<file path="config.mk">
export PLATFORM = sky130hd
export DESIGN_NAME = systolic_array
export DESIGN_NICKNAME = d
export VERILOG_FILES = /design/src/verilog/systolic_pkg.sv /design/src/verilog/systolic_array.sv /design/src/verilog/row_accumulator.sv /design/src/verilog/weight_bank.sv /design/src/verilog/weight_load_ctrl.sv /design/src/verilog/pe_array.sv /design/src/verilog/processing_element.sv
export SDC_FILE = /design/constraint.sdc
export NUM_CORES = 2
export LEC_CHECK = 0
export BUFFER_PORTS_ARGS = -buffer_cell sky130_fd_sc_hd__buf_2
export CAP_MARGIN = 20
export CELL_PAD_IN_SITES_DETAIL_PLACEMENT = 0
export CELL_PAD_IN_SITES_GLOBAL_PLACEMENT = 1
export CORE_MARGIN = 3
export CORE_UTILIZATION = 48
export CTS_BUF_LIST = sky130_fd_sc_hd__clkbuf_8
export CTS_CLUSTER_DIAMETER = 50
export DETAILED_ROUTE_END_ITERATION = 16
export PLACE_DENSITY = 0.86
export SYNTH_ARGS = -nofsm -noshare
export SYNTH_HDL_FRONTEND = slang
export SYNTH_HIERARCHICAL = 1
export SYNTH_SLANG_ARGS = --single-unit
</file>
<file path="constraint.sdc">
create_clock -name clk_in -period 4.8 [get_ports clk_in]
set_input_delay 0.24 -clock clk_in [delete_from_list [all_inputs] [get_ports clk_in]]
set_output_delay 0.24 -clock clk_in [all_outputs]
set_load 0.01 [all_outputs]
</file>
<file path="src/verilog/systolic_pkg.sv">
package systolic_pkg;

    // element widths, shared by every block of the array
    localparam int ACT_W    = 9;
    localparam int WEIGHT_W = 9;

    // wide enough for a full row of 9x9 products plus an incoming sum;
    // anything past 2^20 simply wraps
    localparam int PSUM_W   = 20;

    // slot index into the weight bank, sized for the default 4x4 grid
    localparam int SLOT_W   = 4;

    // signed activation entering at the top of a column
    typedef logic signed [ACT_W-1:0] act_t;

    // signed weight held stationary in each processing element
    typedef logic signed [WEIGHT_W-1:0] weight_t;

    // signed partial sum, arithmetic is modulo 2^PSUM_W
    typedef logic signed [PSUM_W-1:0] psum_t;

    // slot number in row-major order, slot = row * cols + col
    typedef logic [SLOT_W-1:0] slot_t;

    // one weight write from the load controller to the weight bank
    typedef struct packed {
        logic    en;
        slot_t   slot;
        weight_t value;
    } weight_wr_t;

endpackage
</file>
<file path="src/verilog/systolic_array.sv">
module systolic_array
    import systolic_pkg::*;
#(
    parameter int ARRAY_ROWS = 4,
    parameter int ARRAY_COLS = 4
) (
    input  logic                     clk_in,
    input  logic                     rst_in,
    input  logic                     load_weight_in,
    input  weight_t                  weight_in,
    // activations must arrive staggered, column c one cycle after column c-1
    input  act_t  [ARRAY_COLS-1:0]   act_col_in,
    // partial sums from a previous array, row r due at k0 + ARRAY_COLS + r
    input  psum_t [ARRAY_ROWS-1:0]   psum_row_in,
    output psum_t [ARRAY_ROWS-1:0]   psum_row_out,
    // bottom row activations, passed on to a following array
    output act_t  [ARRAY_COLS-1:0]   act_col_out
);

    weight_wr_t                                  weight_wr;
    weight_t    [ARRAY_ROWS-1:0][ARRAY_COLS-1:0] weights;
    psum_t      [ARRAY_ROWS-1:0]                 row_psum;

    // serial weight loading, one slot per cycle
    weight_load_ctrl #(
        .ARRAY_ROWS (ARRAY_ROWS),
        .ARRAY_COLS (ARRAY_COLS)
    ) u_weight_load_ctrl (
        .clk_in         (clk_in),
        .rst_in         (rst_in),
        .load_weight_in (load_weight_in),
        .weight_in      (weight_in),
        .weight_wr      (weight_wr)
    );

    weight_bank #(
        .ARRAY_ROWS (ARRAY_ROWS),
        .ARRAY_COLS (ARRAY_COLS)
    ) u_weight_bank (
        .clk_in    (clk_in),
        .rst_in    (rst_in),
        .weight_wr (weight_wr),
        .weights   (weights)
    );

    // the MAC grid itself
    pe_array #(
        .ARRAY_ROWS (ARRAY_ROWS),
        .ARRAY_COLS (ARRAY_COLS)
    ) u_pe_array (
        .clk_in      (clk_in),
        .rst_in      (rst_in),
        .act_col_in  (act_col_in),
        .weights     (weights),
        .row_psum    (row_psum),
        .act_col_out (act_col_out)
    );

    // adds the previous array's sums at the right edge
    row_accumulator #(
        .ARRAY_ROWS (ARRAY_ROWS)
    ) u_row_accumulator (
        .clk_in       (clk_in),
        .rst_in       (rst_in),
        .row_psum     (row_psum),
        .psum_row_in  (psum_row_in),
        .psum_row_out (psum_row_out)
    );

endmodule

</file>
<file path="src/verilog/row_accumulator.sv">
module row_accumulator
    import systolic_pkg::*;
#(
    parameter int ARRAY_ROWS = 4
) (
    input  logic                   clk_in,
    input  logic                   rst_in,
    input  psum_t [ARRAY_ROWS-1:0] row_psum,
    input  psum_t [ARRAY_ROWS-1:0] psum_row_in,
    output psum_t [ARRAY_ROWS-1:0] psum_row_out
);

    psum_t [ARRAY_ROWS-1:0] psum_in_q;

    // sums from the previous array are sampled one edge before use,
    // lined up with the last element of their row
    always_ff @(posedge clk_in or negedge rst_in) begin
        if (!rst_in) begin
            psum_in_q <= '0;
        end else begin
            psum_in_q <= psum_row_in;
        end
    end

    for (genvar r = 0; r < ARRAY_ROWS; r++) begin : g_row_add
        // modulo 2^PSUM_W
        assign psum_row_out[r] = row_psum[r] + psum_in_q[r];
    end

endmodule

</file>
<file path="src/verilog/weight_bank.sv">
module weight_bank
    import systolic_pkg::*;
#(
    parameter int ARRAY_ROWS = 4,
    parameter int ARRAY_COLS = 4
) (
    input  logic                                    clk_in,
    input  logic                                    rst_in,
    input  weight_wr_t                              weight_wr,
    output weight_t [ARRAY_ROWS-1:0][ARRAY_COLS-1:0] weights
);

    localparam int NUM_SLOTS = ARRAY_ROWS * ARRAY_COLS;

    slot_t wr_row;
    slot_t wr_col;

    // row-major slot numbering
    assign wr_row = SLOT_W'(weight_wr.slot / ARRAY_COLS);
    assign wr_col = SLOT_W'(weight_wr.slot % ARRAY_COLS);

    // only the addressed register takes the new value, the rest hold
    always_ff @(posedge clk_in or negedge rst_in) begin
        if (!rst_in) begin
            weights <= '0;
        end else if (weight_wr.en) begin
            weights[wr_row][wr_col] <= weight_wr.value;
        end
    end

    // the controller and the bank must agree on the grid size
    property p_wr_slot_valid;
        @(posedge clk_in) disable iff (!rst_in)
        weight_wr.en |-> (int'(weight_wr.slot) < NUM_SLOTS);
    endproperty

    a_wr_slot_valid: assert property (p_wr_slot_valid)
        else $error("weight write to slot %0d outside %0d slots",
                    weight_wr.slot, NUM_SLOTS);

endmodule

</file>
<file path="src/verilog/weight_load_ctrl.sv">
module weight_load_ctrl
    import systolic_pkg::*;
#(
    parameter int ARRAY_ROWS = 4,
    parameter int ARRAY_COLS = 4
) (
    input  logic       clk_in,
    input  logic       rst_in,
    input  logic       load_weight_in,
    input  weight_t    weight_in,
    output weight_wr_t weight_wr
);

    localparam int LAST_SLOT = ARRAY_ROWS * ARRAY_COLS - 1;

    slot_t slot_cnt;

    // counter restarts at slot 0 whenever load drops,
    // so each burst fills the bank from the top left
    always_ff @(posedge clk_in or negedge rst_in) begin
        if (!rst_in) begin
            slot_cnt <= '0;
        end else if (!load_weight_in) begin
            slot_cnt <= '0;
        end else if (slot_cnt == SLOT_W'(LAST_SLOT)) begin
            slot_cnt <= '0;
        end else begin
            slot_cnt <= slot_cnt + 1'b1;
        end
    end

    // write goes out in the same cycle the weight is presented
    always_comb begin
        weight_wr.en    = load_weight_in;
        weight_wr.slot  = slot_cnt;
        weight_wr.value = weight_in;
    end

    // first write of every burst lands in slot 0
    property p_burst_starts_at_zero;
        @(posedge clk_in) disable iff (!rst_in)
        $rose(load_weight_in) |-> (weight_wr.slot == '0);
    endproperty

    a_burst_starts_at_zero: assert property (p_burst_starts_at_zero)
        else $error("weight burst started at slot %0d", weight_wr.slot);

endmodule

</file>
<file path="src/verilog/pe_array.sv">
module pe_array
    import systolic_pkg::*;
#(
    parameter int ARRAY_ROWS = 4,
    parameter int ARRAY_COLS = 4
) (
    input  logic                                     clk_in,
    input  logic                                     rst_in,
    input  act_t    [ARRAY_COLS-1:0]                 act_col_in,
    input  weight_t [ARRAY_ROWS-1:0][ARRAY_COLS-1:0] weights,
    output psum_t   [ARRAY_ROWS-1:0]                 row_psum,
    output act_t    [ARRAY_COLS-1:0]                 act_col_out
);

    act_t [ARRAY_COLS-1:0] act_in_q;

    // act_link[r][c] feeds element (r, c); the extra row leaves the array
    act_t  act_link  [ARRAY_ROWS+1][ARRAY_COLS];
    // psum_link[r][c] feeds element (r, c) from the left
    psum_t psum_link [ARRAY_ROWS][ARRAY_COLS+1];

    // entry register, no skew here; the source staggers the columns
    always_ff @(posedge clk_in or negedge rst_in) begin
        if (!rst_in) begin
            act_in_q <= '0;
        end else begin
            act_in_q <= act_col_in;
        end
    end

    for (genvar c = 0; c < ARRAY_COLS; c++) begin : g_col_io
        assign act_link[0][c] = act_in_q[c];
        assign act_col_out[c] = act_link[ARRAY_ROWS][c];
    end

    for (genvar r = 0; r < ARRAY_ROWS; r++) begin : g_row
        // each row chain starts from zero at the left edge
        assign psum_link[r][0] = '0;
        assign row_psum[r]     = psum_link[r][ARRAY_COLS];

        for (genvar c = 0; c < ARRAY_COLS; c++) begin : g_pe
            processing_element u_pe (
                .clk_in   (clk_in),
                .rst_in   (rst_in),
                .act      (act_link[r][c]),
                .weight   (weights[r][c]),
                .psum     (psum_link[r][c]),
                .act_fwd  (act_link[r+1][c]),
                .psum_fwd (psum_link[r][c+1])
            );
        end
    end

endmodule

</file>
<file path="src/verilog/processing_element.sv">
module processing_element
    import systolic_pkg::*;
(
    input  logic    clk_in,
    input  logic    rst_in,
    input  act_t    act,
    input  weight_t weight,
    input  psum_t   psum,
    output act_t    act_fwd,
    output psum_t   psum_fwd
);

    // full precision product, 18 bits for 9x9 signed
    logic signed [ACT_W+WEIGHT_W-1:0] product;

    assign product = act * weight;

    // activation moves down, partial sum moves right, both one cycle
    always_ff @(posedge clk_in or negedge rst_in) begin
        if (!rst_in) begin
            act_fwd  <= '0;
            psum_fwd <= '0;
        end else begin
            act_fwd  <= act;
            // sign extend to the chain width, overflow wraps
            psum_fwd <= psum + psum_t'(product);
        end
    end

endmodule

</file>
==> run metrics <==
Reg-to-Reg End u_pe_array/g_row[0].g_pe[2].u_pe/psum_fwd[17]; io pins ~240; status finished with violations; FP Rows 156; path depth of the worst reg2reg path 17; Max stage delay on crit path around 590 ps; Antenna Nets Post-Route 0; dpl hpwl 156000 um; ys async rst share 1.00; Nets roughly 13000; vias per cell just under 5; Worst R2R Setup Slack -100 ps; dpl ws -354 ps; final wirelength 201000 um; number of global-route vias before repair 66200; Die ar. ~190000 um2; first-pass GRT wire length 324000 um; Compound-Gate Fraction of Synth Area 0.0647; Port Buffers 243; Top cell by count, worst path fa_1; Area Overhead vs Synth 23.4%; CP Cell Sequence buf_12, and2_4, fa_2, inv_2, fa_1, inv_2, fa_1, fa_1, inv_1, fa_1, inv_2, ha_4, and2_4, buf_4, a2111oi_4, nand3b_1, o311ai_2; gp weighted congestion 0.885; unrepaired setup endpoints after global routing true; critical path class reg -> reg; H-Tree Depth 4; clk slew on worst S/H paths 60 ps; Final Hold Viols 0; clock root cell clkbuf_8; number of synthesized flops with an enable pin 0; Worst EP arrival 5640 ps; Max Clock Skew about 51 ps; Unique masters post-synth between 80 and 90; Mapped Area a little under 90000 um2; non-filler cells, final 12600; placed insts 11900; Cells after Synth 8704; top cells by area, synth fa_1, dfrtp_1, ha_1; # setup viols final 12; Clock Sinks 728; initial antenna violation count 16; 1st-iter DRT viols 2746; Synth Area in Adders 0.460; largest family of logic cells by synthesized area adder cells; Worst path top cell family by delay adder cells; Pins Over Slew Limit 0; WP depth 17; Wirelength per Cell 16.0 um; min-delay worst type in -> async; max frequency 0.204 GHz; clk buf depth 3; post-synthesis simple-gate area fraction 0.102; Worst-Margin Slew 1190 ps; post-layout min period 4900 ps; total gr overflow 0; critical path endpoint category flip-flop; Main synth FF type dfrtp_1; CTS tree yes; xor/xnor share of the synthesized area 0.0393; DR vias 61700; most numerous cell in the Yosys netlist inv_1; Synth top cells by count inv_1, fa_1, ha_1; area share of the largest cell type after synthesis 0.330; max-cap check violation count 0; worst skew pair latency 940 ps; crit path buf inv count 6; CP max-delay cell fa_2; initial core utilization 0.484; layout cells sized above 1 0.244; Die Y 433 um; post-synthesis mux area share 0.0216; failing checks negative setup slack; Die X 433 um; CP max FO 5; fin worst setup slack -95.6 ps; Pre-antenna DRT Iters 5; sequential fraction of the synthesis area 0.208; max_slew headroom 0.205; startpoint types flip-flop; Seq cells post-synth 728; crit share post-route 1.02; Crit path required time 5540 ps; largest net degree at the start of global routing 127; overall routing resource usage 0.213; fin util 0.597; R2R Path Start u_weight_bank/weights[23]; core area 181000 um2; syn_area_per_cell 10.1 um2; DRC violations left 0; largest area contributor in the netlist fa_1; TNS Setup -531 ps; Yosys warnings 6; CTS buffer count approximately 150
how the worst max path moves through the flow:
stage	slack, ps	endpoint	from
floorplan	-20	u_pe_array/g_row[1].g_pe[0].u_pe/psum_fwd[19]	u_weight_bank/weights[41]
detailed placement	-350	u_pe_array/g_row[0].g_pe[2].u_pe/psum_fwd[17]	u_pe_array/act_in_q[26]
CTS	-90	u_pe_array/g_row[0].g_pe[2].u_pe/psum_fwd[17]	u_pe_array/act_in_q[26]
global placement	-240	u_pe_array/g_row[0].g_pe[2].u_pe/psum_fwd[17]	u_pe_array/act_in_q[26]
global route	-300	u_pe_array/g_row[0].g_pe[2].u_pe/psum_fwd[17]	u_pe_array/act_in_q[25]
finish	-100	u_pe_array/g_row[0].g_pe[2].u_pe/psum_fwd[17]	u_weight_bank/weights[23]
layout by cell type (no fill, tap or decap), drive strengths merged, types with 49 or more instances in the layout:
master,n
a21o,119
a21oi,300
a31oi,54
and2,415
buf,1118
clkbuf,171
conb,80
dfrtp,728
dlygate4sd3,235
fa,1444
ha,909
inv,2257
mux2,161
nand2,836
nand2b,49
nand3,59
nor2,149
nor2b,167
o21ai,88
o21bai,53
xnor2,278
xor2,115
flip-flops by register name, summed over array words and instances, names as in the netlist:
| name | cells |
|---|---|
| u_weight_load_ctrl/slot_cnt | 4 |
| u_pe_array/act_in_q | 36 |
| u_weight_bank/weights | 144 |
| u_pe_array/g_row.g_pe.u_pe/psum_fwd | 320 |
| u_pe_array/g_row.g_pe.u_pe/act_fwd | 144 |
| u_row_accumulator/psum_in_q | 80 |
layout make-up:
| class | count | area [um2] |
|---|---|---|
| Inverter | 2223 | 8350 |
| Sequential cell | 728 | 18400 |
| Antenna cell | 11 | 27.5 |
| Tap cell | 2370 | 2970 |
| Fill cell | 14600 | 73000 |
| Multi-Input combinational cell | 5626 | 64400 |
| Clock inverter | 86 | 920 |
| Timing Repair Buffer | 1353 | 10700 |
| Clock buffer | 171 | 2350 |
tightest hold or removal path, cell delays in order:
cell and delay (ps):
dlygate4sd3_1 560, buf_8 310, buf_4 260
per-layer routing:
metal | GRT usage | wire [um] | share of wire
met1 | 0.275 | 86200 | 0.43
met3 | 0.0363 | 9010 | 0.045
met4 | 0.0748 | 6220 | 0.031
met5 | 0 | 23 | 0.00011
met2 | 0.364 | 99600 | 0.50
logic make-up (layout without fill, tap and decap cells):
family                     Yosys count  count (layout)
buffers and inverters             2429            3833
muxes                              162             162
AOI/OAI and AO/OA                  817             817
DFF                                728             728
xor gates and xnor gates           393             393
other                                1              91
and+or+nand+nor                   1821            1821
adders and majority gates         2353            2353
metrics by stage:
stage	hold slack, ps	instance area [um2]
floorplan	-55.6	88500
global placement	348	96700
detailed placement	349	96700
CTS	37.5	104000
global route	75.3	108000
finish	141	108000
what timing repair did:
| action | 4_1_cts | 5_1_grt |
|---|---|---|
| setup endpoints to repair | 84 | 133 |
| gates cloned | 0 | 1 |
| pin swaps | 317 | 397 |
| setup buffers | 75 | 144 |
| gates resized for setup | 306 | 728 |
| hold buffers | 235 | 1 |
| endpoints found under the hold margin | 517 | 5 |
Power is not shown: default switching activity piles up to over one toggle a cycle in this logic, so the estimate is an artifact.
